$ cat src/logic/soc_pkg.sv
`default_nettype none

package soc_pkg;

  localparam int unsigned SocAddrWidth = 64;
  localparam int unsigned SocDataWidth = 64;
  localparam int unsigned SocStrbWidth = SocDataWidth / 8;
  localparam int unsigned ApbDataWidth = 32;

  // Address map
  localparam logic [63:0] DramBase   = 64'h8000_0000;
  localparam logic [63:0] UartBase   = 64'hC000_0000;
  localparam logic [63:0] CtrlBase   = 64'hD000_0000;
  localparam logic [63:0] DramLength = 64'h4000_0000;
  localparam logic [63:0] UartLength = 64'h1000;
  localparam logic [63:0] CtrlLength = 64'h1000;

  typedef enum logic [1:0] {
    REGION_L2   = 2'd0,
    REGION_UART = 2'd1,
    REGION_CTRL = 2'd2,
    REGION_NONE = 2'd3
  } soc_region_e;

  // Register offsets inside the CTRL region
  localparam logic [63:0] CtrlExitOffset    = 64'h0;
  localparam logic [63:0] CtrlHwCntEnOffset = 64'h8;

  // Byte-lane merge of write data into an old word
  function automatic logic [SocDataWidth-1:0] strb_merge(
    input logic [SocDataWidth-1:0] old_word,
    input logic [SocDataWidth-1:0] new_word,
    input logic [SocStrbWidth-1:0] strb
  );
    logic [SocDataWidth-1:0] merged;
    merged = old_word;
    for (int b = 0; b < SocStrbWidth; b++) begin
      if (strb[b]) merged[b*8 +: 8] = new_word[b*8 +: 8];
    end
    return merged;
  endfunction

endpackage

`default_nettype wire

$ cat src/logic/soc_addr_decode.sv
`timescale 1ns/1ps
`default_nettype none

module soc_addr_decode import soc_pkg::*; (
  input  logic                    clk_i,
  input  logic                    reset_i,
  input  logic                    req_valid_i,
  input  logic                    req_write_i,
  input  logic [SocAddrWidth-1:0] req_addr_i,
  input  logic [SocDataWidth-1:0] req_wdata_i,
  input  logic [SocStrbWidth-1:0] req_strb_i,
  input  logic                    rsp_taken_i,
  output logic                    req_ready_o,
  output soc_region_e             cmd_region_o,
  output logic                    cmd_write_o,
  output logic [SocAddrWidth-1:0] cmd_offset_o,
  output logic [SocDataWidth-1:0] cmd_wdata_o,
  output logic [SocStrbWidth-1:0] cmd_strb_o,
  output logic                    l2_req_o,
  output logic                    uart_req_o,
  output logic                    ctrl_req_o,
  output logic                    none_start_o
);

  logic                    busy_q;
  logic                    req_fire;
  soc_region_e             region_d;
  logic [SocAddrWidth-1:0] offset_d;

  // Only one request in flight
  assign req_ready_o = ~busy_q;
  assign req_fire    = req_valid_i & req_ready_o;

  always_comb begin
    region_d = REGION_NONE;
    offset_d = req_addr_i;
    if (req_addr_i >= DramBase && req_addr_i < DramBase + DramLength) begin
      region_d = REGION_L2;
      offset_d = req_addr_i - DramBase;
    end else if (req_addr_i >= UartBase && req_addr_i < UartBase + UartLength) begin
      region_d = REGION_UART;
      offset_d = req_addr_i - UartBase;
    end else if (req_addr_i >= CtrlBase && req_addr_i < CtrlBase + CtrlLength) begin
      region_d = REGION_CTRL;
      offset_d = req_addr_i - CtrlBase;
    end
  end

  always_ff @(posedge clk_i) begin
    if (reset_i) begin
      busy_q       <= 1'b0;
      cmd_region_o <= REGION_NONE;
      l2_req_o     <= 1'b0;
      uart_req_o   <= 1'b0;
      ctrl_req_o   <= 1'b0;
      none_start_o <= 1'b0;
    end else begin
      l2_req_o     <= req_fire && region_d == REGION_L2;
      uart_req_o   <= req_fire && region_d == REGION_UART;
      ctrl_req_o   <= req_fire && region_d == REGION_CTRL;
      none_start_o <= req_fire && region_d == REGION_NONE;
      if (req_fire) begin
        busy_q       <= 1'b1;
        cmd_region_o <= region_d;
      end else if (rsp_taken_i) begin
        busy_q <= 1'b0;
      end
    end
  end

  always_ff @(posedge clk_i) begin
    if (req_fire) begin
      cmd_write_o  <= req_write_i;
      cmd_offset_o <= offset_d;
      cmd_wdata_o  <= req_wdata_i;
      cmd_strb_o   <= req_strb_i;
    end
  end

endmodule

`default_nettype wire

$ cat config.mk
export PLATFORM = sky130hd
export DESIGN_NAME = soc_addr_decode
export DESIGN_NICKNAME = d
export VERILOG_FILES = /design/src/logic/soc_pkg.sv /design/src/logic/soc_addr_decode.sv
export SDC_FILE = /design/constraint.sdc
export NUM_CORES = 1
export LEC_CHECK = 0
export BUFFER_PORTS_ARGS = -buffer_cell sky130_fd_sc_hd__buf_2
export CELL_PAD_IN_SITES_DETAIL_PLACEMENT = 1
export CELL_PAD_IN_SITES_GLOBAL_PLACEMENT = 1
export CORE_AREA = 2 2 125 127
export CTS_BUF_LIST = sky130_fd_sc_hd__clkbuf_16
export DETAILED_ROUTE_END_ITERATION = 10
export DIE_AREA = 0 0 127 129
export PLACE_DENSITY_LB_ADDON = 0.25
export SETUP_SLACK_MARGIN = 0.4
export SYNTH_ARGS = -nofsm -noshare
export SYNTH_HDL_FRONTEND = slang
export SYNTH_SLANG_ARGS = --single-unit
$ cat constraint.sdc
create_clock -name clk_i -period 4 [get_ports clk_i]
set_input_delay 0.4 -clock clk_i [delete_from_list [all_inputs] [get_ports clk_i]]
set_output_delay 0.4 -clock clk_i [all_outputs]
set_load 0.03 [all_outputs]
; Word-level counts from Yosys, hierarchy flattened
; Index checks and enable logic that the tools add are counted.
[totals]
ff_bits = 144
output_inout_bits = 144
elab_cells = 41
[classes]
addsub = 3
order_cmp = 6
eq_ne = 3
n_mux = 8
bitwise = 2
n_reduce_logical = 9
[ops]
columns = cell, count
row1 = greater-or-equal comparator 64 x 32 -> 1 bit (second input constant), 3
row2 = less-than comparator 64 x 32 -> 1 bit (second input constant), 3
row3 = two-way mux 64 bit, 3
row4 = subtractor 64 x 32 -> 64 bit (second input constant), 3
row5 = logical AND 1 bit, 7
row6 = equality test 2 bit (second input constant), 2
row7 = two-way mux 2 bit, 2
row8 = two-way mux 1 bit, 3
row9 = equality test 2 x 1 -> 1 bit (second input constant), 1
row10 = zero test 2 bit, 1
row11 = nonzero test 2 bit, 1
row12 = bitwise AND 1 bit, 1
row13 = NOT 1 bit, 1

; Longest topological paths before layout
[depth]
ltp_word = 7
depth_mapped = 8
depth_no_buf = 7

; Worst setup path before layout
; OpenSTA, ideal clock, no wires.
[synth_timing]
path_type = register -> register
start = register busy_q
end = register cmd_offset_o[0], enable pin
t_arrival_ns = 3.422
required_ns = 3.510
setup_slack_ns = 0.088
stages_incl_launch_ff = 4
n_path_buf = 0
path_cell_list = dfxtp_1 > inv_1 > nand2_1 > inv_1
[synth_between]
elab_chain_cells = 2
[synth_rtl]
columns = element, line_no
row1 = start: declaration, soc_addr_decode.sv:25  ; logic busy_q;
row2 = start signal: assignment, soc_addr_decode.sv:51  ; busy_q <= 1'b0;
row3 = start signal: assignment, soc_addr_decode.sv:63  ; busy_q <= 1'b1;
row4 = start signal: assignment, soc_addr_decode.sv:66  ; busy_q <= 1'b0;
row5 = NOT 1 bit, soc_addr_decode.sv:31  ; assign req_ready_o = ~busy_q;
row6 = via req_ready_o, soc_addr_decode.sv:13  ; output logic req_ready_o,
row7 = bitwise AND 1 bit, soc_addr_decode.sv:32  ; assign req_fire = req_valid_i & req_ready_o;
row8 = via req_fire, soc_addr_decode.sv:26  ; logic req_fire;
row9 = end signal: assignment, soc_addr_decode.sv:74  ; cmd_offset_o <= offset_d;
row10 = end: declaration, soc_addr_decode.sv:16  ; output logic [SocAddrWidth-1:0] cmd_offset_o,
; The timed path passes the listed nets, and every way through them passes these cells.
; A chain may end at the register's enable or synchronous reset.

; Final worst setup path
[layout_timing]
start = input req_addr_i[12]
end = register cmd_offset_o[56], data pin
[layout_between]
elab_chain_cells = 5
elab_cells_between_ends = 15
[layout_rtl]
columns = element, line_no
row1 = start: declaration, soc_addr_decode.sv:9  ; input logic [SocAddrWidth-1:0] req_addr_i,
row2 = greater-or-equal comparator 64 x 32 -> 1 bit or less-than comparator 64 x 32 -> 1 bit (tied branches), soc_addr_decode.sv:43  ; end else if (req_addr_i >= CtrlBase && req_addr_i < CtrlBase + CtrlLength) begin
row3 = logical AND 1 bit, soc_addr_decode.sv:43
row4 = two-way mux 64 bit, soc_addr_decode.sv:43
row5 = two-way mux 64 bit, soc_addr_decode.sv:40  ; end else if (req_addr_i >= UartBase && req_addr_i < UartBase + UartLength) begin
row6 = two-way mux 64 bit (*), soc_addr_decode.sv:37  ; if (req_addr_i >= DramBase && req_addr_i < DramBase + DramLength) begin
row7 = via offset_d[56], soc_addr_decode.sv:28  ; logic [SocAddrWidth-1:0] offset_d;
; The timed path passes the listed nets; every way through them passes the cells marked *.

==> summary.txt <==
Run
  – Max-cap violations: 0

GRT
  – Initial antenna violation count: 3
  – Global route total overflow: 0
  – Total track usage: 17.6%
  – First-pass GRT wire length: 21500 microns
  – Pin count of the biggest net entering global routing: 70
  – Vias in the first global route: 3730

STA
  – Max Slew Vio Count: 0
  – Max-slew headroom: 57.7%
  – Crit path time final: 2.31 ns
  – Final Hold Fails: 0
  – Fin crit share: 57.7%
  – Slack of the critical path: 1.69 ns
  – Achievable Freq: 433 MHz
  – TNS Setup: 0 ns
  – Unrepaired setup endpoints after global routing: false
  – Final number of setup-violating endpoints: 0
  – Skew final: 0.00459 ns
  – Slew @ Worst Pin: 0.630 ns

Logic synthesis
  – Adder-Cell Fraction of Synth Area: 1.74%
  – YS warnings: 0
  – Count of different cell masters after synthesis: 34
  – Post-synthesis net count: 407
  – Compound-Gate Fraction of Synth Area: 2.60%
  – Mapped Cells: 259
  – Mapped Area: 5040 sq um
  – FF+latch count, synth: 144
  – Synth Area in XOR/XNOR: 0.347%
  – Seq/Total Area, Yosys: 84.3%
  – Post-Synth Simple-Gate Area: 10.0%
  – Post-synthesis mux area share: 0%
  – Syn Area/Cell: 19.5 sq um
  – Largest family of logic cells by synthesized area: simple AND/OR/NAND/NOR gates

Final layout
  – Commonest cells after routing, fill and taps aside: buf_2 (284), edfxtp_1 (137), or2_1 (26)
  – Share of layout cells above drive strength 1: 57.0%
  – # nets final: 711
  – Most common cell after layout, fill and taps aside: buf_2
  – Layout area overhead: 44.7%

Clock tree
  – Clk sinks: 144
  – Longest Clk Path Bufs: 2
  – CTS tree: yes
  – Worst-path clk slew: 0.06 ns
  – Num CTS Buffers: 17
  – Hold_buf cts: 0
  – Post_cts resized: 0
  – Root Driver: clkbuf_16
  – H-tree lvl count: 4
  – Setup Fix Bufs, Post-CTS: 0
  – Worst-Skew Late Latency: 0.40 ns

Floorplan
  – Die width: 127 microns
  – Chip height: 129 microns
  – Num rows: 45
  – Num ports: 285
  – Initial Util: 33.7%
  – Die Area: 16400 sq um
  – Core Box Area: 15000 sq um

Routing
  – DRC errors left: 0
  – Via count: 3521
  – Routed WL per cell: 19.3 microns
  – DR vias/cell: 4.60
  – DRT antenna net count: 0
  – Initial DRC count: 178
  – First-pass detailed-route iteration total: 4
  – Final wirelength: 14700 microns

Setup path
  – Crit path DAT: 2.58 ns
  – Worst Path Required: 4.27 ns
  – CP Capture Type: flip-flop
  – Reg2reg start: busy_q$_SDFFE_PP0P_
  – Critical path peak fanout: 15
  – Critical path class: in2reg
  – CP Launch Type: input port
  – Crit path from: req_addr_i[12]

Min path
  – Hold WC Path Type: in2reg
  – Hold Startpoint: req_wdata_i[32]

Outcome
  – Status: completed

Power and ir drop
  – Worst VDD drop: 289 uV
  – Static Leakage: 0.00308 uW
  – Ratio of total power to cell area: 514 nW/um^2

Placement
  – DP Worst Slack: 1.16 ns
  – Final Wtd Congestion: 0.830
  – Port buffer count: 284
  – Detail Placement HPWL: 11500 microns
==> metal layers <==
metal,vias to the layer above,global-route usage [%],part of all wire (%)
li1,1632,-,-
met1,1704,18.9,36
met2,163,31.7,54
met3,22,5.65,7.4
met4,0,8.02,2.1
met5,-,0,0
==> stage by stage <==
stage               hold WS (ns)  std cells  total power (uW)  cell area, sq um  util, %
floorplan                  0.434        259              2060              5050        -
global placement           0.448        732              2230              6720     44.9
detailed placement         0.455        732              2240              6720     44.9
CTS                        0.149        762              3800              7290     48.7
global route               0.148        765              3870              7300     48.7
finish                     0.168        765              3750              7300     48.7
==> cells by family (layout without fill, tap and decap cells) <==
family,after synthesis,after routing
flip-flops,144,144
AND/OR/NAND/NOR,81,81
AO/OA/AOI/OAI,16,16
buffers and inverters,9,324
adder cells (fa/ha/maj),7,7
XOR/XNOR,2,2
other,0,3
==> sequential cells by signal, summed over array words and instances (netlist names) <==
name / flops
busy_q: 1
cmd_offset_o: 64
cmd_region_o: 2
cmd_strb_o: 8
cmd_wdata_o: 64
cmd_write_o: 1
ctrl_req_o: 1
l2_req_o: 1
none_start_o: 1
uart_req_o: 1
==> path summary, 6_finish.rpt <==
kind / to / slack, ns / cells after the start
max: cmd_offset_o[56]$_DFFE_PP_ / 1.69 / 7
min: cmd_wdata_o[32]$_DFFE_PP_ / 0.17 / 1
max reg2reg: cmd_wdata_o[15]$_DFFE_PP_ / 2.12 / 4
min reg2reg: cmd_region_o[1]$_SDFFE_PP1P_ / 0.47 / 2
==> where the power goes <==
part | internal, uW | switching (uW)
logic | 125 | 301
clock network | 966 | 578
registers | 1760 | 22.2
==> critical path: stages <==
cell and delay (ns):
buf_2 0.11, nor4_1 0.36, nand4_1 0.30, nor3_1 0.53, o21ai_2 0.18, nor4_4 0.50, or2_1 0.19
==> layout make-up <==
cell class / count / area, sq um
Multi-Input combinational cell: 106 / 742
Fill cell: 1569 / 7680
Clock buffer: 17 / 425
Antenna cell: 3 / 7.51
Tap cell: 188 / 235
Sequential cell: 144 / 4250
Inverter: 7 / 30.0
Clock inverter: 13 / 148
Timing Repair Buffer: 287 / 1460
==> cell usage after synthesis <==
| cell | n | share of area [%] |
|---|---|---|
| edfxtp_1 | 137 | 82 |
| or2_1 | 26 | 3.2 |
| nor4_1 | 15 | 1.9 |
| nand2_1 | 10 | 0.74 |
| dfxtp_1 | 7 | 2.8 |
| ha_1 | 7 | 1.7 |
| inv_1 | 7 | 0.52 |
| nor2_1 | 5 | 0.37 |
| nor3_1 | 5 | 0.50 |
| or2_2 | 5 | 0.62 |
| nand4_1 | 4 | 0.50 |
| nand3_1 | 3 | 0.30 |
| o21ai_0 | 3 | 0.30 |
| a211oi_1 | 2 | 0.30 |
| buf_6 | 2 | 0.45 |
| nor4_4 | 2 | 0.84 |
| xnor2_1 | 2 | 0.35 |
| a2111o_1 | 1 | 0.22 |
| a211o_1 | 1 | 0.17 |
| a21o_1 | 1 | 0.15 |
| a21oi_1 | 1 | 0.099 |
| a221o_1 | 1 | 0.20 |
| a22oi_1 | 1 | 0.15 |
| a32o_1 | 1 | 0.20 |
| and2_1 | 1 | 0.12 |
| and4b_1 | 1 | 0.20 |
| nand4_2 | 1 | 0.25 |
| nor2b_1 | 1 | 0.12 |
| nor3_2 | 1 | 0.20 |
| nor4b_1 | 1 | 0.17 |
| o211ai_1 | 1 | 0.15 |
| o21a_1 | 1 | 0.15 |
| o21ai_2 | 1 | 0.17 |
| o31a_4 | 1 | 0.35 |
Power figures use the tool's default switching activity.
