**src/logic/soc_pkg.sv**
```systemverilog
`default_nettype none

package soc_pkg;

  localparam int unsigned SocAddrWidth = 64;
  localparam int unsigned SocDataWidth = 64;
  localparam int unsigned SocStrbWidth = SocDataWidth / 8;
  localparam int unsigned ApbDataWidth = 32;

  // Address map
  localparam logic [63:0] DramBase   = 64'h8000_0000;
  localparam logic [63:0] UartBase   = 64'hC000_0000;
  localparam logic [63:0] CtrlBase   = 64'hD000_0000;
  localparam logic [63:0] DramLength = 64'h4000_0000;
  localparam logic [63:0] UartLength = 64'h1000;
  localparam logic [63:0] CtrlLength = 64'h1000;

  typedef enum logic [1:0] {
    REGION_L2   = 2'd0,
    REGION_UART = 2'd1,
    REGION_CTRL = 2'd2,
    REGION_NONE = 2'd3
  } soc_region_e;

  // Register offsets inside the CTRL region
  localparam logic [63:0] CtrlExitOffset    = 64'h0;
  localparam logic [63:0] CtrlHwCntEnOffset = 64'h8;

  // Byte-lane merge of write data into an old word
  function automatic logic [SocDataWidth-1:0] strb_merge(
    input logic [SocDataWidth-1:0] old_word,
    input logic [SocDataWidth-1:0] new_word,
    input logic [SocStrbWidth-1:0] strb
  );
    logic [SocDataWidth-1:0] merged;
    merged = old_word;
    for (int b = 0; b < SocStrbWidth; b++) begin
      if (strb[b]) merged[b*8 +: 8] = new_word[b*8 +: 8];
    end
    return merged;
  endfunction

endpackage

`default_nettype wire

```
**src/logic/soc_resp_stage.sv**
```systemverilog
`timescale 1ns/1ps
`default_nettype none

module soc_resp_stage import soc_pkg::*; (
  input  logic                    clk_i,
  input  logic                    reset_i,
  input  soc_region_e             cmd_region_i,
  input  logic                    none_start_i,
  input  logic                    l2_done_i,
  input  logic [SocDataWidth-1:0] l2_rdata_i,
  input  logic                    uart_done_i,
  input  logic [SocDataWidth-1:0] uart_rdata_i,
  input  logic                    uart_err_i,
  input  logic                    ctrl_done_i,
  input  logic [SocDataWidth-1:0] ctrl_rdata_i,
  input  logic                    ctrl_err_i,
  input  logic                    rsp_ready_i,
  output logic                    rsp_valid_o,
  output logic [SocDataWidth-1:0] rsp_rdata_o,
  output logic                    rsp_error_o,
  output logic                    rsp_taken_o
);

  logic                    done_sel;
  logic [SocDataWidth-1:0] rdata_sel;
  logic                    err_sel;

  // Completion of the region in flight
  always_comb begin
    case (cmd_region_i)
      REGION_L2:   {done_sel, rdata_sel, err_sel} = {l2_done_i, l2_rdata_i, 1'b0};
      REGION_UART: {done_sel, rdata_sel, err_sel} = {uart_done_i, uart_rdata_i, uart_err_i};
      REGION_CTRL: {done_sel, rdata_sel, err_sel} = {ctrl_done_i, ctrl_rdata_i, ctrl_err_i};
      default:     {done_sel, rdata_sel, err_sel} = {none_start_i, {SocDataWidth{1'b0}}, 1'b1};
    endcase
  end

  assign rsp_taken_o = rsp_valid_o & rsp_ready_i;

  always_ff @(posedge clk_i) begin
    if (reset_i)          rsp_valid_o <= 1'b0;
    else if (done_sel)    rsp_valid_o <= 1'b1;
    else if (rsp_taken_o) rsp_valid_o <= 1'b0;
  end

  always_ff @(posedge clk_i) begin
    if (done_sel) begin
      rsp_rdata_o <= rdata_sel;
      rsp_error_o <= err_sel;
    end
  end

endmodule

`default_nettype wire

```
**config.mk**
```make
export PLATFORM = sky130hd
export DESIGN_NAME = soc_resp_stage
export DESIGN_NICKNAME = d
export VERILOG_FILES = /design/src/logic/soc_pkg.sv /design/src/logic/soc_resp_stage.sv
export SDC_FILE = /design/constraint.sdc
export NUM_CORES = 1
export LEC_CHECK = 0
export ABC_AREA = 1
export BUFFER_PORTS_ARGS = -buffer_cell sky130_fd_sc_hd__buf_4
export CAP_MARGIN = 30
export CORE_UTILIZATION = 31
export DETAILED_ROUTE_END_ITERATION = 6
export PLACE_DENSITY = 0.65
export SLEW_MARGIN = 5
export SYNTH_ARGS = -nofsm -noshare
export SYNTH_HDL_FRONTEND = slang
export SYNTH_SLANG_ARGS = --single-unit
```
**constraint.sdc**
```tcl
create_clock -name clk_i -period 5.9 [get_ports clk_i]
set_clock_uncertainty 0.15 [all_clocks]
set_input_delay 0.59 -clock clk_i [delete_from_list [all_inputs] [get_ports clk_i]]
set_output_delay 0.59 -clock clk_i [all_outputs]
set_load 0.02 [all_outputs]
```
==> Yosys cells after proc, flatten, opt, wreduce, memory -nomap -nowiden <==
Index checks and enable logic that the tools add are counted.
{ "totals": {"input_bits": 203, "reg_bits": 66} }
{ "op_classes": {"n_eq_ne": 2, "muxes": 5, "reduce_logical": 2, "bitwise_logic": 1} }
{ "ops": {"columns": ["cell", "n"], "rows": [
  ["one-hot mux 64 bit (3 select lines)", 1],
  ["one-hot mux 1 bit (3 select lines)", 2],
  ["equality test 2 x 1 -> 1 bit (second input constant)", 1],
  ["equality test 2 bit (second input constant)", 1],
  ["logical NOT 2 bit", 1],
  ["two-way mux 1 bit", 2],
  ["nonzero test 2 bit", 1],
  ["AND 1 bit", 1]
]} }

==> Depth between registers and ports, before layout <==
Gate-level depths: netlist (run 1).
{ "logic_depth": {"ltp_word": 3, "mapped_depth": 6} }

==> Least setup slack after synthesis (run 1) <==
No wires, ideal clock.
{ "synth_path": {"path_kind": "input-to-reg", "startpoint": "input cmd_region_i[1]", "endpoint": "register rsp_error_o (enable)", "required_ns": 5.331, "path_buffers": 2, "stages": 5, "slack_ns": 3.066, "setup_time_ns": 0.419, "t_arrival_ns": 2.264, "path_cell_list": "buf_6 > buf_4 > nand3b_1 > nand2_1 > inv_1"} }
{ "synth_between": {"elab_chain_cells": 2, "word_cells_on_any_way": 4} }
{ "synth_lines": {"columns": ["item", "line", "rtl"], "rows": [
  ["start, declared", "soc_resp_stage.sv:7", "input soc_region_e cmd_region_i,"],
  ["equality test 2 bit, or another cell as far along", "soc_resp_stage.sv:30", "case (cmd_region_i)"],
  ["one-hot mux 1 bit (3 select lines) (*)", "soc_resp_stage.sv:30", null],
  ["named net done_sel", "soc_resp_stage.sv:24", "logic done_sel;"],
  ["end signal, assigned", "soc_resp_stage.sv:49", "rsp_error_o <= err_sel;"],
  ["end, declared", "soc_resp_stage.sv:20", "output logic rsp_error_o,"]
]} }
The timed path passes the listed nets; every way through them passes the cells marked *.
A chain may end at the register's enable or synchronous reset.

==> Worst setup path in the final report (run 1) <==
{ "layout_path": {"startpoint": "input cmd_region_i[0]", "endpoint": "register rsp_rdata_o[28] (enable)"} }
{ "layout_between": {"elab_chain_cells": 2, "word_cells_on_any_way": 4} }
{ "layout_lines": {"columns": ["item", "line", "rtl"], "rows": [
  ["equality test 2 bit, or another cell as far along", "soc_resp_stage.sv:30", null],
  ["one-hot mux 1 bit (3 select lines) (*)", "soc_resp_stage.sv:30", null],
  ["named net done_sel", "soc_resp_stage.sv:24", null],
  ["end signal, assigned", "soc_resp_stage.sv:48", "rsp_rdata_o <= rdata_sel;"],
  ["end, declared", "soc_resp_stage.sv:19", "output logic [SocDataWidth-1:0] rsp_rdata_o,"]
]} }
Marks and branches as above.

==> impl_metrics.py, run 1 <==
metrics = {
    "run_status": {
        "outcome": "completed",
    },
    "pwr": {
        "seq_power_share": 0.445,
        "comb_power_share": 0.294,
        "power.total_w": 0.001385,
        "total_switching_power_w": 0.0004027,
        "clockPowerShare": 0.261,
        "leak_nw": 2.612,
        "vdd_drop_max_v": 0.0001231,
        "intPower_w": 0.0009825,
        "power.share.switching": 0.2907,
        "pwr_density_cell_nw_per_um2": 243.3,
    },
    "sta": {
        "post_route_setup_tns_ps": 0,
        "final.min_clock_period_ps": 3120,
        "final-setup-viol-count": 0,
        "finalWorstSetupSlack_ps": 2780,
        "unrepaired_setup_endpoints_after_global_routing": "no",
        "hold_viol": 0,
        "max_slew.worst_pin.slew_ps": 818.8,
        "slew_headroom": 0.4541,
        "layout_worst_path_cycle_share": 0.5288,
        "clock.fmax_ghz": 0.3205,
        "maxSlewViolCount": 0,
    },
    "floorplanning": {
        "initial_core_util": 0.3205,
        "die_height_um": 108.1,
        "floorplan.die_area_um2": 11680,
        "core-area_um2": 10890,
        "floorplan.rows": 38,
        "floorplan.die.width_um": 108.1,
        "ios": 270,
    },
    "global_routing": {
        "antenna_found_initial": 0,
        "grt_pass1_wl_um": 17770,
        "grt_max_degree": 72,
        "grt_use_total": 0.2008,
        "globalRoute.totalOverflow": 0,
        "grt_pass1_vias": 3634,
    },
    "placement": {
        "dpl_worst_slack_ps": 2393,
        "place.detailed.hpwl_um": 8733,
        "routabilityCongestion": 0.8041,
        "postPlaceCellArea_um2": 5508,
        "placement.io_buffers": 269,
    },
    "drt": {
        "vias_per_cell": 5.020,
        "drtPass1Iterations": 5,
        "routed_wl_um": 12320,
        "sum_of_met3_wire_segment_lengths_after_detailed_routing_um": 1225,
        "routed-via-count": 3860,
        "first_iter_violations": 310,
        "detail_route.wl_per_cell_um": 16.02,
        "m1WireLength_um": 4662,
        "met2RoutedLength_um": 6170,
        "route.antenna.remaining_nets": 0,
        "topRoutingLayerUsed": "met4",
        "remaining_drc_errors": 0,
    },
    "layout": {
        "syn_to_final_growth_pct": 63.18,
        "post_route_cells_drive_above_1_share": 0.4610,
        "stdcell_area_um2": 5694,
        "diodes": 0,
        "layout.nets": 827,
    },
    "clock_network": {
        "cts_htree_levels": 3,
        "path_clk_slew_ps": 70,
        "cts_repair_resize_count": 0,
        "cts_inserted_buffers": 9,
        "clock-root-buffer": "sky130_fd_sc_hd__clkbuf_8",
        "cts_post_setup_buffers_inserted": 0,
        "clk_lat_worst_skew_ps": 330,
        "cts-root-to-sink-buffers": 2,
        "cts-hold-fix-buffers": 0,
        "cts_num_sinks": 66,
        "tritoncts_clock_tree": "done",
    },
    "synth": {
        "postSynthCellCount": 375,
        "most_instantiated_library_cell_after_synthesis": "sky130_fd_sc_hd__nand3_1",
        "synthDistinctLibCells": 15,
        "synth-warning-count": 0,
        "synth_edf_count": 65,
        "synth_seq_area_share": 0.5651,
        "synthDominantCellAreaShare": 0.5593,
        "synthesized_nets": 578,
        "synth_common_cells": "sky130_fd_sc_hd__nand3_1 (194), sky130_fd_sc_hd__nand2_1 (69), sky130_fd_sc_hd__edfxtp_1 (65)",
        "synth.area.top_cells": "sky130_fd_sc_hd__edfxtp_1 (56%), sky130_fd_sc_hd__nand3_1 (28%), sky130_fd_sc_hd__nand2_1 (7.4%)",
        "synth_async_sr_flop_share": 0,
        "ys_ff_latch": 66,
        "postSynth.topFlopCell": "sky130_fd_sc_hd__edfxtp_1",
        "synth_largest_area_cell": "sky130_fd_sc_hd__edfxtp_1",
        "synthesis.area_um2": 3490,
        "syn-mean-instance-area_um2": 9.306,
    },
    "worst_setup_path": {
        "setup.worst_path.class": "in2reg",
        "worst_setup_path_start_kind": "primary input",
        "path_buf_inv": 5,
        "worst-endpoint-required_ps": 5710,
        "critical_path.top_delay_family": "buffers and inverters",
        "critical_path.max_fanout": 68,
        "worstSetupPathDepth": 8,
        "timing.critical_path.slowest_cell_delay_ps": 620,
        "wp_data_arrival_ps": 2930,
        "critPathSlowestCell": "sky130_fd_sc_hd__buf_4",
        "depth_of_the_worst_register_to_register_path": 2,
        "path_cells": "buf_4 -> inv_2 -> buf_12 -> nand3_1 -> nand3_1 -> nand2_1 -> inv_2 -> buf_4",
        "critical_path.endpoint_type": "flop",
    },
    "hold_path": {
        "hold-path-cell-count": 2,
        "hp-class": "in2reg",
    },
    "flow_run": {
        "max_cap_viol_count": 0,
    },
}
-- state kept, by name, summed over array words and instances, names as in the netlist --
register     flops
rsp_error_o      1
rsp_rdata_o     64
rsp_valid_o      1
-- kinds of logic after synthesis --
group,count (synthesis),share of synthesized area
AO/OA/AOI/OAI,3,0.004301
buffers and inverters,40,0.07315
AND/OR/NAND/NOR,266,0.3575
flip-flops,66,0.5651
-- power groups by stage --
stage / Clock, W / Combinational, W / Sequential [W]
2_1_floorplan: 0 / 0.0000934 / 0.000713
3_3_place_gp: 0 / 0.000402 / 0.000626
3_5_place_dp: 0 / 0.000408 / 0.000627
4_1_cts: 0.000373 / 0.000409 / 0.000617
5_1_grt: 0.000389 / 0.000433 / 0.000623
6_report: 0.000362 / 0.000407 / 0.000616
-- final timing paths --
path	start	end	slack, ps
worst max-delay path	cmd_region_i[0]	rsp_rdata_o[28]$_DFFE_PP_	2780
worst min-delay path	reset_i	rsp_valid_o$_SDFFE_PP0P_	280
worst max register to register	rsp_valid_o$_SDFFE_PP0P_	rsp_valid_o$_SDFFE_PP0P_	5110
worst min register to register	rsp_valid_o$_SDFFE_PP0P_	rsp_valid_o$_SDFFE_PP0P_	360
-- metal layers --
layer,global-route usage,up-vias
met2,0.3576,228
li1,-,1854
met3,0.05606,22
met4,0.07828,0
met5,0,-
met1,0.2258,1756
-- layout make-up --
class	count	area (um2)
Fill cell	1012	5194
Timing Repair Buffer	273	2074
Sequential cell	66	1972
Multi-Input combinational cell	269	1267
Tap cell	140	175.2
Clock buffer	11	131.4
Clock inverter	5	55.05
Inverter	5	18.77
-- cells in the final DEF, fill, tap and decap left out --
master / n
sky130_fd_sc_hd__a21oi_1: 2
sky130_fd_sc_hd__buf_12: 2
sky130_fd_sc_hd__buf_4: 271
sky130_fd_sc_hd__bufinv_16: 1
sky130_fd_sc_hd__clkbuf_1: 2
sky130_fd_sc_hd__clkbuf_8: 9
sky130_fd_sc_hd__clkinv_1: 1
sky130_fd_sc_hd__clkinv_2: 1
sky130_fd_sc_hd__clkinv_4: 1
sky130_fd_sc_hd__clkinvlp_4: 1
sky130_fd_sc_hd__dfxtp_1: 1
sky130_fd_sc_hd__edfxtp_1: 65
sky130_fd_sc_hd__inv_1: 2
sky130_fd_sc_hd__inv_2: 3
sky130_fd_sc_hd__nand2_1: 69
sky130_fd_sc_hd__nand3_1: 194
sky130_fd_sc_hd__nand3b_1: 1
sky130_fd_sc_hd__nor2_1: 1
sky130_fd_sc_hd__nor2_4: 1
sky130_fd_sc_hd__o21ai_1: 1
-- per-stage QoR --
stage / instances / hold WS [ps] / utilization
after floorplan: 375 / 395.9 / -
after global placement: 751 / 357.4 / 0.5022
after detailed placement: 753 / 353.3 / 0.5059
after CTS: 769 / 252.3 / 0.5230
after global routing: 769 / 266.0 / 0.5230
final: 769 / 275.7 / 0.5230
(Power assumes the default switching activity.)
==> run 2, diff against run 1 <==
clock period = 3.2 ns   (was 5.9 ns; I/O delays follow)
==> run 2 against run 1 <==
  * Routed wire length decreased by 0.39%
  * Total power is 82% higher
  * Critical path depth stayed put
  * Largest cell class unchanged
  * Die area unchanged
  * Flip-flop and latch count did not move
  * Setup slack got worse by 1300 ps
  * Clock power increased by 77%
  * Final cell count grew 0.52%
  * Via count increased by 1.3%
  * Non-clock buffer count grew 5
  * Sequential share of layout area is 0.091 points lower
  * Clock-buffer cell count is 1 lower
==> impl_metrics.py, run 2 (synthesis gave the netlist of run 1 again) <==
metrics = {
    "run_status": {
        "outcome": "completed",
    },
    "drt": {
        "remaining_drc_errors": 0,
        "drtPass1Iterations": 5,
        "routed-via-count": 3912,
        "vias_per_cell": 5.061,
        "first_iter_violations": 377,
        "routed_wl_um": 12270,
        "detail_route.wl_per_cell_um": 15.87,
        "route.antenna.remaining_nets": 0,
    },
    "floorplanning": {
        "floorplan.rows": 38,
        "floorplan.die.width_um": 108.1,
        "floorplan.die_area_um2": 11680,
        "core-area_um2": 10890,
        "ios": 270,
        "initial_core_util": 0.3205,
        "die_height_um": 108.1,
    },
    "sta": {
        "unrepaired_setup_endpoints_after_global_routing": "no",
        "maxSlewViolCount": 0,
        "slew_headroom": 0.5319,
        "final.min_clock_period_ps": 1767,
        "final-setup-viol-count": 0,
        "hold_viol": 0,
        "final.hold.worst_slack_ps": 102.5,
        "clock.fmax_ghz": 0.5660,
        "max_slew.worst_pin.slew_ps": 702.1,
        "post_route_setup_tns_ps": 0,
        "layout_worst_path_cycle_share": 0.5521,
    },
    "pwr": {
        "leak_nw": 2.628,
        "vdd_drop_max_v": 0.0001689,
        "pwr_density_cell_nw_per_um2": 442.1,
    },
    "layout": {
        "top_register": "rsp_rdata_o",
        "reg.largest.list": "rsp_rdata_o (64), rsp_error_o (1), rsp_valid_o (1)",
        "most-common-layout-cells": "sky130_fd_sc_hd__buf_4 (276), sky130_fd_sc_hd__nand3_1 (194), sky130_fd_sc_hd__nand2_1 (69), sky130_fd_sc_hd__edfxtp_1 (65), sky130_fd_sc_hd__clkbuf_8 (9)",
        "post_route_cells_drive_above_1_share": 0.4613,
        "largest_register_ff_count": 64,
        "fin_cells": 773,
        "layout.nets": 832,
        "syn_to_final_growth_pct": 63.61,
        "diodes": 0,
        "nFillCells": 1019,
        "mostFrequentLayoutCell": "sky130_fd_sc_hd__buf_4",
    },
    "clock_network": {
        "path_clk_slew_ps": 70,
        "cts_inserted_buffers": 9,
        "cts_num_sinks": 66,
        "cts_post_setup_buffers_inserted": 0,
        "clock-root-buffer": "sky130_fd_sc_hd__clkbuf_8",
        "cts_htree_levels": 3,
        "cts-root-to-sink-buffers": 2,
        "tritoncts_clock_tree": "done",
        "clk_lat_worst_skew_ps": 330,
        "cts_repair_resize_count": 0,
    },
    "placement": {
        "place.detailed.hpwl_um": 8905,
        "placement.io_buffers": 269,
        "routabilityCongestion": 0.7804,
        "post-place-cells": 757,
    },
    "global_routing": {
        "grt_pass1_vias": 3681,
        "grt_pass1_wl_um": 17880,
        "antenna_found_initial": 0,
        "globalRoute.totalOverflow": 0,
        "grt_use_total": 0.2015,
        "grt_max_degree": 66,
    },
    "worst_setup_path": {
        "worst_setup_path_start_kind": "primary input",
        "timing.critical_path.slowest_cell_delay_ps": 310,
        "critical_path.top_delay_family": "buffers and inverters",
        "critPathSlowestCell": "sky130_fd_sc_hd__buf_12",
        "critical_path.max_fanout": 65,
        "worstSetupPathDepth": 8,
        "depth_of_the_worst_register_to_register_path": 2,
        "setup.worst_path.class": "in2reg",
        "wp_data_arrival_ps": 1610,
        "critical_path.endpoint_type": "flop",
        "reg2reg_slack_ps": 2420,
        "path_buf_inv": 4,
        "worst-endpoint-required_ps": 3050,
        "path_cells": "buf_4 -> nor2_4 -> buf_4 -> nand2_1 -> nand3_1 -> nand2_1 -> inv_2 -> buf_12",
    },
    "hold_path": {
        "hp-class": "in2reg",
        "hold-path-cell-count": 4,
    },
    "flow_run": {
        "max_cap_viol_count": 0,
    },
}
[run 2: changes by cell type in the layout (fill, tap and decap cells not counted), sizes merged]
cell / delta
dlygate4sd3: +1
clkinv: +1
clkinvlp: -1
buf: +4
clkbuf: -1
[run 2: area by class of cell]
type	count	area, um2	area share
multi-input cells	269	1267	0.2220
clock inverters	5	46.29	0.008109
well taps	140	175.2	0.03068
inverters	5	18.77	0.003287
repair buffers	278	2102	0.3682
flip-flops and latches	66	1972	0.3454
clock buffers	10	127.6	0.02235
[run 2: worst register-to-register path, stage by stage (launching register included)]
cell and delay, ps:
sky130_fd_sc_hd__dfxtp_1 370, sky130_fd_sc_hd__nand2_1 70, sky130_fd_sc_hd__a21oi_1 130
[run 2: path summary, 6_finish.rpt]
kind,from,endpoint
max,cmd_region_i[1],rsp_rdata_o[49]$_DFFE_PP_
min,rsp_ready_i,rsp_valid_o$_SDFFE_PP0P_
max reg2reg,rsp_valid_o$_SDFFE_PP0P_,rsp_valid_o$_SDFFE_PP0P_
min reg2reg,rsp_valid_o$_SDFFE_PP0P_,rsp_valid_o$_SDFFE_PP0P_
[run 2: through the flow]
step | util | setup WS (ps) | total power, W | instance area, um2
2_1_floorplan | - | 636.5 | 0.001487 | 3490
3_3_place_gp | 0.5075 | 1080 | 0.001900 | 5525
3_5_place_dp | 0.5075 | 1066 | 0.001909 | 5525
4_1_cts | 0.5244 | 1424 | 0.002556 | 5709
5_1_grt | 0.5244 | 1316 | 0.002647 | 5709
6_report | 0.5244 | 1433 | 0.002524 | 5709
[run 2: repair_timing]
| item | CTS | global route |
|---|---|---|
| endpoints found under the setup margin | 0 | 0 |
| hold buffers | 1 | 0 |
| endpoints found under the hold margin | 1 | 0 |
[run 2: report_power, final]
part | leakage (nW) | internal, W | switching, W
logic | 1.91 | 0.000358 | 0.000395
registers | 0.629 | 0.00110 | 0.0000338
clock network | 0.0886 | 0.000347 | 0.000292
total | 2.63 | 0.00180 | 0.000721
[run 2: routing by layer]
layer	share of wire	routed length [um]	GRT usage
met5	0	0	0
met4	0.017	211	0.07143
met3	0.10	1240	0.05666
met2	0.50	6098	0.3567
met1	0.38	4720	0.2309
