==> config.mk <==
export PLATFORM = sky130hd
export DESIGN_NAME = apb_uart_bridge
export DESIGN_NICKNAME = d
export VERILOG_FILES = /design/src/logic/soc_pkg.sv /design/src/logic/apb_uart_bridge.sv
export SDC_FILE = /design/constraint.sdc
export NUM_CORES = 1
export LEC_CHECK = 0
export BUFFER_PORTS_ARGS = -buffer_cell sky130_fd_sc_hd__buf_4
export CAP_MARGIN = 20
export CELL_PAD_IN_SITES_DETAIL_PLACEMENT = 2
export CELL_PAD_IN_SITES_GLOBAL_PLACEMENT = 2
export CORE_ASPECT_RATIO = 1.75
export CORE_UTILIZATION = 14
export CTS_CLUSTER_DIAMETER = 200
export DETAILED_ROUTE_END_ITERATION = 8
export PLACE_DENSITY_LB_ADDON = 0.1
export SLEW_MARGIN = 20
export SYNTH_ARGS = -nofsm -noshare
export SYNTH_HDL_FRONTEND = slang
export SYNTH_SLANG_ARGS = --single-unit
export TNS_END_PERCENT = 20
==> constraint.sdc <==
create_clock -name clk_i -period 2.4 [get_ports clk_i]
set_clock_uncertainty 0.05 [all_clocks]
set_input_delay 0.36 -clock clk_i [delete_from_list [all_inputs] [get_ports clk_i]]
set_output_delay 0.36 -clock clk_i [all_outputs]
set_load 0.01 [all_outputs]
==> src/logic/soc_pkg.sv <==
`default_nettype none

package soc_pkg;

  localparam int unsigned SocAddrWidth = 64;
  localparam int unsigned SocDataWidth = 64;
  localparam int unsigned SocStrbWidth = SocDataWidth / 8;
  localparam int unsigned ApbDataWidth = 32;

  // Address map
  localparam logic [63:0] DramBase   = 64'h8000_0000;
  localparam logic [63:0] UartBase   = 64'hC000_0000;
  localparam logic [63:0] CtrlBase   = 64'hD000_0000;
  localparam logic [63:0] DramLength = 64'h4000_0000;
  localparam logic [63:0] UartLength = 64'h1000;
  localparam logic [63:0] CtrlLength = 64'h1000;

  typedef enum logic [1:0] {
    REGION_L2   = 2'd0,
    REGION_UART = 2'd1,
    REGION_CTRL = 2'd2,
    REGION_NONE = 2'd3
  } soc_region_e;

  // Register offsets inside the CTRL region
  localparam logic [63:0] CtrlExitOffset    = 64'h0;
  localparam logic [63:0] CtrlHwCntEnOffset = 64'h8;

  // Byte-lane merge of write data into an old word
  function automatic logic [SocDataWidth-1:0] strb_merge(
    input logic [SocDataWidth-1:0] old_word,
    input logic [SocDataWidth-1:0] new_word,
    input logic [SocStrbWidth-1:0] strb
  );
    logic [SocDataWidth-1:0] merged;
    merged = old_word;
    for (int b = 0; b < SocStrbWidth; b++) begin
      if (strb[b]) merged[b*8 +: 8] = new_word[b*8 +: 8];
    end
    return merged;
  endfunction

endpackage

`default_nettype wire

==> src/logic/apb_uart_bridge.sv <==
`timescale 1ns/1ps
`default_nettype none

module apb_uart_bridge import soc_pkg::*; (
  input  logic                    clk_i,
  input  logic                    reset_i,
  input  logic                    req_i,
  input  logic                    write_i,
  input  logic [SocAddrWidth-1:0] offset_i,
  input  logic [SocDataWidth-1:0] wdata_i,
  input  logic [ApbDataWidth-1:0] uart_prdata_i,
  input  logic                    uart_pready_i,
  input  logic                    uart_pslverr_i,
  output logic                    done_o,
  output logic [SocDataWidth-1:0] rdata_o,
  output logic                    err_o,
  output logic                    uart_psel_o,
  output logic                    uart_penable_o,
  output logic                    uart_pwrite_o,
  output logic [31:0]             uart_paddr_o,
  output logic [ApbDataWidth-1:0] uart_pwdata_o
);

  typedef enum logic [1:0] {
    APB_IDLE,
    APB_SETUP,
    APB_ACCESS
  } apb_state_e;

  apb_state_e state_q;
  logic       access_end;

  assign access_end = state_q == APB_ACCESS && uart_pready_i;

  // Command fields stay stable while the request is in flight
  assign uart_psel_o    = state_q != APB_IDLE;
  assign uart_penable_o = state_q == APB_ACCESS;
  assign uart_pwrite_o  = write_i;
  assign uart_paddr_o   = offset_i[31:0];
  assign uart_pwdata_o  = wdata_i[ApbDataWidth-1:0];

  always_ff @(posedge clk_i) begin
    if (reset_i) begin
      state_q <= APB_IDLE;
      done_o  <= 1'b0;
    end else begin
      done_o <= access_end;
      case (state_q)
        APB_IDLE:   if (req_i) state_q <= APB_SETUP;
        APB_SETUP:  state_q <= APB_ACCESS;
        APB_ACCESS: if (uart_pready_i) state_q <= APB_IDLE;
        default:    state_q <= APB_IDLE;
      endcase
    end
  end

  always_ff @(posedge clk_i) begin
    if (access_end) begin
      rdata_o <= write_i ? '0 : {{(SocDataWidth-ApbDataWidth){1'b0}}, uart_prdata_i};
      err_o   <= uart_pslverr_i;
    end
  end

endmodule

`default_nettype wire

## Yosys cells after proc, flatten, opt, wreduce, memory -nomap -nowiden

Index checks and enable logic that the tools add are counted.

| operators by class | value |
|---|---|
| equal/unequal tests | 4 |
| multiplexer cells | 3 |
| reductions and logical operators | 4 |

Operators with widths:

| kind | number |
|---|---|
| 2-bit case mux with 3 select lines | 1 |
| 2-bit two-way mux | 2 |
| 2-bit inequality test, second input constant | 2 |
| 2-bit by 1-bit == test with 1-bit output, second input constant | 1 |
| 2-bit == test, second input constant | 1 |
| 2-bit zero test | 1 |
| 2-bit AND reduction | 1 |
| 2-bit nonzero test | 1 |
| 1-bit logical AND | 1 |

| word-level totals | value |
|---|---|
| register bits after elaboration | 68 |
| bits of input ports | 166 |
| output and inout bits | 133 |

## Longest topological paths before layout

Gate-level depths: netlist (run 1).

| depth | value |
|---|---|
| word-level depth | 3 |
| gate-level depth with buffers | 2 |
| gate-level depth less buffers | 2 |

## Worst setup path after synthesis (run 1)

OpenSTA, ideal clock, no wires.

| timing path | value |
|---|---|
| path kind | input port to flip-flop |
| from | input port uart_pready_i |
| to | register err_o, enable pin |
| library setup time | 0.394 ns |
| data arrival time | 1.239 ns |
| setup slack | 0.717 ns |
| cell stages on the path | 1 |
| cell sequence | and3b_1 |

| between the ends | value |
|---|---|
| longest elaborated chain between the ends | 1 |

Ends and longest elaborated chain:

| element | line | text |
|---|---|---|
| start: declaration | apb_uart_bridge.sv:12 | `input logic uart_pready_i,` |
| 1-bit logical AND | apb_uart_bridge.sv:33 | `assign access_end = state_q == APB_ACCESS && uart_pready_i;` |
| end signal: assignment | apb_uart_bridge.sv:60 | `err_o <= uart_pslverr_i;` |
| end: declaration | apb_uart_bridge.sv:16 | `output logic err_o,` |

Every way passes these cells.
A chain may end at the register's enable or synchronous reset.

## Final worst setup path (run 1)

| timing path | value |
|---|---|
| from | register state_q[0] |
| to | register rdata_o[24], enable pin |

| between the ends | value |
|---|---|
| longest elaborated chain between the ends | 2 |

Ends and longest elaborated chain:

| element | line | text |
|---|---|---|
| start: declaration | apb_uart_bridge.sv:30 | `apb_state_e state_q;` |
| start signal: assignment | apb_uart_bridge.sv:44 | `state_q <= APB_IDLE;` |
| start signal: assignment | apb_uart_bridge.sv:49 | `APB_IDLE: if (req_i) state_q <= APB_SETUP;` |
| start signal: assignment | apb_uart_bridge.sv:50 | `APB_SETUP: state_q <= APB_ACCESS;` |
| 2-bit == test | apb_uart_bridge.sv:33 |  |
| 1-bit logical AND | apb_uart_bridge.sv:33 |  |
| net access_end | apb_uart_bridge.sv:31 | `logic access_end;` |
| end signal: assignment | apb_uart_bridge.sv:59 | `rdata_o <= write_i ? '0 : {{(SocDataWidth-ApbDataWidth){1'b0}}, uart_prdata_i};` |
| end: declaration | apb_uart_bridge.sv:15 | `output logic [SocDataWidth-1:0] rdata_o,` |

The timed path passes the listed nets, and every way through them passes these cells.

==> results of run 1 <==
## area by class of cell
cell class | instances | share of cell area [%]
clock buffer | 6 | 5.44
clock inverter | 1 | 0.211
multi-input combinational | 72 | 16.2
sequential | 36 | 44.4
tap | 180 | 9.51
timing repair buffer | 75 | 24.3
## cell usage in the layout (no fill, tap or decap)
cell	Yosys	final
a21o_1	1	1
and3b_2	0	1
buf_12	0	1
buf_4	97	74
clkbuf_1	0	1
clkbuf_16	0	5
clkinv_2	0	1
conb_1	1	32
dfxtp_1	3	3
edfxtp_1	33	33
nor2_1	1	1
nor2b_1	34	34
nor3b_1	1	1
nor3b_2	1	1
or2_4	1	1
## power breakdown
part,total (mW),switching [mW],internal (mW),leakage [nW]
Clock,0.636,0.258,0.378,0.0667
Combinational,0.145,0.0704,0.0744,0.572
Sequential,0.705,0.00448,0.700,0.328
Total,1.49,0.333,1.15,0.967
## worst max-delay path, stage by stage (launching register included)
cell	delay (ns)
dfxtp_1	0.33
and3b_2	0.53
buf_12	0.24
## routing by layer
| layer | wire (um) | vias up | part of all wire [%] |
|---|---|---|---|
| met1 | 1470 | 504 | 30 |
| met4 | 427 | 0 | 8.8 |
| met2 | 2390 | 75 | 50 |
| met3 | 547 | 58 | 11 |
| met5 | 0 | - | 0 |
| li1 | - | 461 | - |
## worst max path at each step
stage | startpoint | endpoint | slack [ns] | depth (start not counted)
finish | state_q[0] | rdata_o[24] | 0.94 | 2
global route | state_q[0] | rdata_o[24] | 0.84 | 2
CTS | state_q[0] | rdata_o[24] | 0.89 | 2
detailed placement | uart_pready_i | rdata_o[24] | 0.82 | 3
global placement | uart_pready_i | rdata_o[24] | 0.82 | 3
floorplan | uart_pready_i | err_o | 0.72 | 1
## flip-flops by register name, summed over array words and instances, names as in the netlist
register and cells:
err_o 1, state_q 2, rdata_o 32, done_o 1
## per-stage QoR
step	cells	hold slack, ns
2_1_floorplan	208	0.380
3_3_place_gp	363	0.489
3_5_place_dp	363	0.494
4_1_cts	370	0.200
5_1_grt	370	0.211
6_report	370	0.209
## cells by family (layout without fill, tap and decap cells)
family                 Yosys count  after routing
buffers and inverters          100             82
AND/OR/NAND/NOR                 39             39
flip-flops                      36             36
other                            1             32
AO/OA/AOI/OAI                    1              1
==> metrics.txt, run 1 <==
Synth Cell Area around 2000 sq um; ys async rst share 0%; final wirelength between 4000 and 5000 um; placed inst area 2230 sq um; Mapped Cells 177; first-pass GRT wire length 6920 um; # IOs approximately 300; met1 usage 5.96%; max_cap viols 0; hold endpoint err_o; Synth cell types 12; Fin. Hold Viols 0; number of global-route vias before repair 1164; GRT Total Usage 6.50%; status completed; CTS tree yes; HPWL after detailed placement 3520 um; post-synthesis sequential area ratio 51.0%; CORE AREA 14400 sq um; CP endpoint kind register; CTS root buffer clkbuf_16; grt met3 use 2.33%; fin util 16.5%; sequential cell area 1050 sq um; clk sinks 36; Place WS approximately 0.8 ns; design area 2370 sq um; die area 15200 sq um; pin count of the biggest net entering global routing 34; commonest cells in the netlist buf_4 (97), nor2b_1 (34), edfxtp_1 (33); antenna violations before repair 0; GR met2 Demand/Resource between 10% and 20%; diodes inserted 0; # setup viols final 0; WHS Path Cells 1; RSZ-0062 raised after global routing no; Yosys reg bits 36; RR Endpoint rdata_o[24]; WP data arrival about 1.4 ns; Syn Area/Cell roughly 12 sq um; Post-CTS Setup Inserts 0; Synth Area in Adders 0%; final worst-path cycle share approximately three fifths; startpoint types register; via count 1098; cts hold-fix bufs 0; area share of the largest cell type after synthesis 48.1%; Fin Setup TNS 0 ns; gr busiest metal met2; final setup margin 0.939 ns; Leak 0.967 nW; Num CTS Buffers 5; fill count ~1700; Max Slew Vio Count 0; clock latency on the worst-skew pair 0.28 ns; FP Rows 58; crit-path max FO 19; top cells by area, synth edfxtp_1 (48%), buf_4 (35%), nor2b_1 (10%); share of layout cells above drive strength 1 44.2%; min-delay src uart_pslverr_i; H-tree level count 2; DRC 0; XOR/XNOR Fraction of Synth Area 0%; worst r2r path cells 2; simple-gate area share of the yosys netlist around 12%; PortBufs 74; ANT nets after route 0; worst reg2reg setup slack 0.94 ns; First DRT Iteration DRCs 9; worst r2r src state_q[0]; area of the multi-input gates approximately 380 sq um; Final GP Congestion 0.570; gr ovfl total 0; total power draw 1.49 mW; fmax 684 MHz; Post-synth EDFFs 33; post-synthesis compound-gate area fraction less than 1%; worst hold path type input port to register; multiplexer share of the synthesized area 0%; synth warn 0; main combinational cell family by area after synthesis buffers and inverters; WL/cell 13.1 um; Via density 2.97; top_reg_cell synth edfxtp_1; P&R area growth vs syn 15.0%; crit path kind register to register; power density cells 627 nW/um^2; die width approximately 94 um; post-layout net count 356; Max Root-Sink Buffers 2; post-CTS resize count 0; worst path required time 2.33 ns; Initial Util 14.3%; post-route minimum period 1.46 ns; clock slew at reported path FFs ~0.06 ns; maximum vdd drop 0.000257 V; drt first pass iters 3; cell taking the most area after synthesis edfxtp_1; Die Y between 150 and 200 um; most common cell in the netlist buf_4
Note: power is estimated with default switching activity, not from simulation.
==> run 2: changes to the inputs <==
CORE_UTILIZATION = 12   (was 14)
clock period = 1.3 ns   (was 2.4 ns; I/O delays follow)
==> metrics.txt, run 2 (synthesized netlist as in run 1, its figures left out) <==
FP Rows 63 (+8.6%); Post-CTS Setup Inserts 0 (unchanged); CTS tree yes; antenna violations before repair 0 (unchanged); sequential cell area 1050 sq um (+0.12%); placed instance count 412 (+13%); Hold Worst Slack 0.0410 ns (-0.168 ns); Max Slew Vio Count 0 (unchanged); H-tree level count 2 (unchanged); Final GP Congestion 0.579 (+1.6%); fmax 795 MHz; share of layout cells above drive strength 1 45.3% (+1.1 points); met1 usage 4.93% (-1.0 points); Via density 2.57 (-14%); max_cap viols 0 (unchanged); worst path required time 1.05 ns (-1.28 ns); grt met3 use 1.75% (-0.58 points); Fin Setup TNS 0 ns (unchanged); gr busiest metal met2; PortBufs 74 (unchanged); Final Non-Filler Cells 419 (+13%); total power draw 2.76 mW (+85%); crit path cell chain or2_4, buf_4; Place WS 0.0911 ns (-0.730 ns); final worst-path cycle share 96.7%; CP endpoint kind primary output; gr ovfl total 0 (unchanged); maximum vdd drop 0.000484 V (+88%); Crit path largest cell delay 0.34 ns (-0.19 ns); Max Root-Sink Buffers 2 (unchanged); biggest regs rdata_o x32, state_q x2; GRT Total Usage 5.63% (-0.87 points); most common cell after layout, fill and taps aside buf_4; WP data arrival 1.01 ns (-0.38 ns); RSZ-0062 raised after global routing no; Most flops, register rdata_o; max FFs per register 32 (unchanged); Die Y 175 um (+7.9%); power density cells 1110 nW/um^2 (+78%); placed inst area 2340 sq um (+4.5%); design area 2470 sq um (+4.4%); Num CTS Buffers 5 (unchanged); worst reg2reg setup slack 0.10 ns (-0.84 ns); Fin. Hold Viols 0 (unchanged); crit path kind register to primary output; fill count 2000 (+19%); Buf/Inv on CP 1 (unchanged); CTS root buffer clkbuf_16; fin util 14.7% (-1.8 points); drt first pass iters 2 (-1); # setup viols final 0 (unchanged); first-pass GRT wire length 6950 um (+0.40%); GR met2 Demand/Resource 10.1% (-0.055 points); Initial Util 12.2% (-2.1 points); die width 101 um (+7.8%); clock latency on the worst-skew pair 0.28 ns (about the same); post-route minimum period 1.26 ns; pin count of the biggest net entering global routing 21 (-38%); DRC 0 (unchanged); crit-path max FO 4 (-15); CORE AREA 16900 sq um (+17%); final setup margin 0.0426 ns (-0.896 ns); # IOs 299 (unchanged); ANT nets after route 0 (unchanged); most frequent cells in the layout buf_4 (74), nor2b_1 (33), edfxtp_1 (33); area of the multi-input gates 388 sq um (+1.3%); slowest stage cell, crit path dfxtp_2; P&R area growth vs syn 20.0%; Leak 0.980 nW (+1.4%); clk sinks 36 (unchanged); crit-path leading delay family flip-flops; WL/cell 11.6 um (-11%); worst hold path type input port to register; clock slew at reported path FFs 0.06 ns (about the same); die area 17700 sq um (+16%); First DRT Iteration DRCs 15 (+6); post-layout net count 358 (+0.56%); status completed; via count 1075 (-2.1%); diodes inserted 0 (unchanged); number of global-route vias before repair 1170 (+0.52%); startpoint types register; final wirelength 4880 um (+0.81%)
[run 2: cell types whose count changed in the layout (fill, tap and decap cells not counted), sizes merged]
cell,change
clkbuf,-1
buf,+2
clkinv,+1
[run 2: worst paths after layout]
path | from | end | cells past startpoint
worst max-delay path | state_q[0] | uart_psel_o | 2
worst min-delay path | uart_pslverr_i | err_o | 1
worst max register to register | state_q[0] | rdata_o[17] | 2
worst min register to register | state_q[0] | state_q[0] | 2
[run 2: metal layers]
| metal | part of all wire [%] | vias up |
|---|---|---|
| met1 | 31 | 505 |
| met5 | 0 | - |
| met4 | 5.5 | 0 |
| met2 | 54 | 76 |
| li1 | - | 465 |
| met3 | 10 | 29 |
[run 2: cell type report]
cell class	instances	share of cell area, %
flip-flops and latches	36	42.6
repair buffers	77	24.9
multi-input cells	72	15.7
well taps	227	11.5
clock buffers	5	5.06
clock inverters	2	0.304
[run 2: worst reg2reg max path: cells and delay by family (launching register included)]
family | cells | cell delay [ns]
AND/OR/NAND/NOR | 1 | 0.33
flip-flops | 1 | 0.34
buffers and inverters | 1 | 0.18
[run 2: what timing repair did]
item                                    4_1_cts  5_1_grt
cloned                                        0        0
hold buffers                                  0        0
pin swaps                                     0        0
gates resized for setup                       1        1
endpoints found under the setup margin        1        1
[run 2: report_power, final]
group	total [mW]	switching [mW]	internal [mW]	leakage [nW]
sequential	1.30	0.00907	1.29	0.328
clock	1.17	0.486	0.688	0.0648
combinational	0.280	0.132	0.148	0.588
total	2.76	0.627	2.13	0.980
==> run 3: changes to the inputs <==
CELL_PAD_IN_SITES_DETAIL_PLACEMENT = not set   (was 2)
CELL_PAD_IN_SITES_GLOBAL_PLACEMENT = not set   (was 2)
CORE_AREA = 2 2 117 119   (was not set)
CORE_ASPECT_RATIO = not set   (was 1.75)
CORE_UTILIZATION = not set   (was 12)
DIE_AREA = 0 0 119 121   (was not set)
PLACE_DENSITY_LB_ADDON = 0.2   (was 0.1)
==> metrics.txt, run 3 (synthesized netlist as in run 1, its figures left out) <==
Fin Setup TNS 0 ns (unchanged); post-layout net count 358 (unchanged); diodes inserted 0 (unchanged); clock latency on the worst-skew pair 0.28 ns (about the same); die area 14400 sq um (-19%); HPWL after detailed placement 3870 um; PortBufs 74 (unchanged); Internal Power 2.13 mW (about the same); pin count of the biggest net entering global routing 34 (+62%); share of layout cells above drive strength 1 44.8% (-0.52 points); fin util 18.2% (+3.5 points); Final Non-Filler Cells 368 (-12%); gr ovfl total 0 (unchanged); clock slew at reported path FFs 0.05 ns (about the same); Logic pwr share 9.9% (-0.3 points); biggest regs rdata_o x32, state_q x2; Fin. Hold Viols 0 (unchanged); design area 2380 sq um (-3.7%); Initial Util 15.7% (+3.5 points); startpoint types register; maximum vdd drop 0.000421 V (-13%); max_cap viols 0 (unchanged); worst path required time 1.05 ns (about the same); final worst-path cycle share 95.9% (-0.86 points); P&R area growth vs syn 15.6%; sw frac 20.8% (-1.9 points); Place WS 0.108 ns (+0.0174 ns); final wirelength 4830 um (-0.86%); # IOs 299 (unchanged); CTS tree yes; drt first pass iters 2 (unchanged); number of global-route vias before repair 1010 (-14%); Final GP Congestion 0.647 (+12%); ANT nets after route 0 (unchanged); RSZ-0062 raised after global routing no; Post-CTS Setup Inserts 0 (unchanged); placed instance count 361 (-12%); clk sinks 36 (unchanged); FP Rows 42 (-33%); antenna violations before repair 0 (unchanged); CTS root buffer clkbuf_16; crit-path max FO 4 (unchanged); first-pass GRT wire length 6530 um (-6.1%); # setup viols final 0 (unchanged); post-route minimum period 1.25 ns (-0.0112 ns); cts hold-fix bufs 0 (unchanged); H-tree level count 2 (unchanged); Leak 0.975 nW (-0.55%); total power draw 2.69 mW (-2.4%); worst hold path type input port to register; Num CTS Buffers 5 (unchanged); WL/cell 13.1 um (+13%); Hold Worst Slack 0.0511 ns (+0.0101 ns); Net Switching 0.560 mW (-11%); WP data arrival 1.00 ns (about the same); post-CTS resize count 0 (-1); max FFs per register 32 (unchanged); most common cell after layout, fill and taps aside buf_4; most frequent cells in the layout buf_4 (76), nor2b_1 (34), edfxtp_1 (33); Max Slew Vio Count 0 (unchanged); share of power burned in registers 48.4% (+1.1 points); CORE AREA 13100 sq um (-22%); die width 119 um (+18%); GRT Total Usage 6.36% (+0.73 points); First DRT Iteration DRCs 32 (+17); crit path kind register to primary output; placed inst area 2250 sq um (-3.8%); final setup margin 0.0538 ns (+0.0112 ns); CP endpoint kind primary output; status completed; DRC 0 (unchanged); Via density 2.92 (+14%); Max Root-Sink Buffers 2 (unchanged); fill count 1452 (-27%); fmax 802 MHz (+0.90%); via count 1073 (-0.19%); power density cells 1130 nW/um^2 (+1.3%); Die Y 121 um (-31%); Clk network pwr share 41.7% (-0.9 points); Most flops, register rdata_o
==> run 3: area by class of cell <==
type / count / area (sq um) / area share, %
clock buffers: 6 / 129 / 5.41
clock inverters: 1 / 5.00 / 0.210
flip-flops and latches: 36 / 1050 / 44.1
multi-input cells: 72 / 385 / 16.2
repair buffers: 77 / 591 / 24.8
well taps: 176 / 220 / 9.25
==> run 3: power groups by stage <==
stage / clock, mW / combinational (mW) / sequential, mW
2_1_floorplan: 0 / 0.389 / 1.34
3_5_place_dp: 0 / 0.269 / 1.33
4_1_cts: 1.17 / 0.270 / 1.30
6_report: 1.12 / 0.266 / 1.30
3_3_place_gp: 0 / 0.270 / 1.33
5_1_grt: 1.20 / 0.292 / 1.30
==> run 3: metal layers <==
layer  track usage, %  routed length, um
met3             5.92               1090
met2             8.15               1870
met5                0                  0
met4             6.18                386
met1             5.74               1490
==> run 3: final timing paths <==
kind | slack (ns) | cells after the start | startpoint | endpoint
max | 0.05 | 2 | state_q[0] | uart_psel_o
min | 0.05 | 1 | uart_pslverr_i | err_o
min reg2reg | 0.52 | 2 | state_q[1] | state_q[0]
max reg2reg | 0.10 | 2 | state_q[0] | rdata_o[2]
==> run 3: worst max-delay path, cell delays in order (launching register included) <==
cell	delay, ns
dfxtp_1	0.33
or2_4	0.26
buf_4	0.14
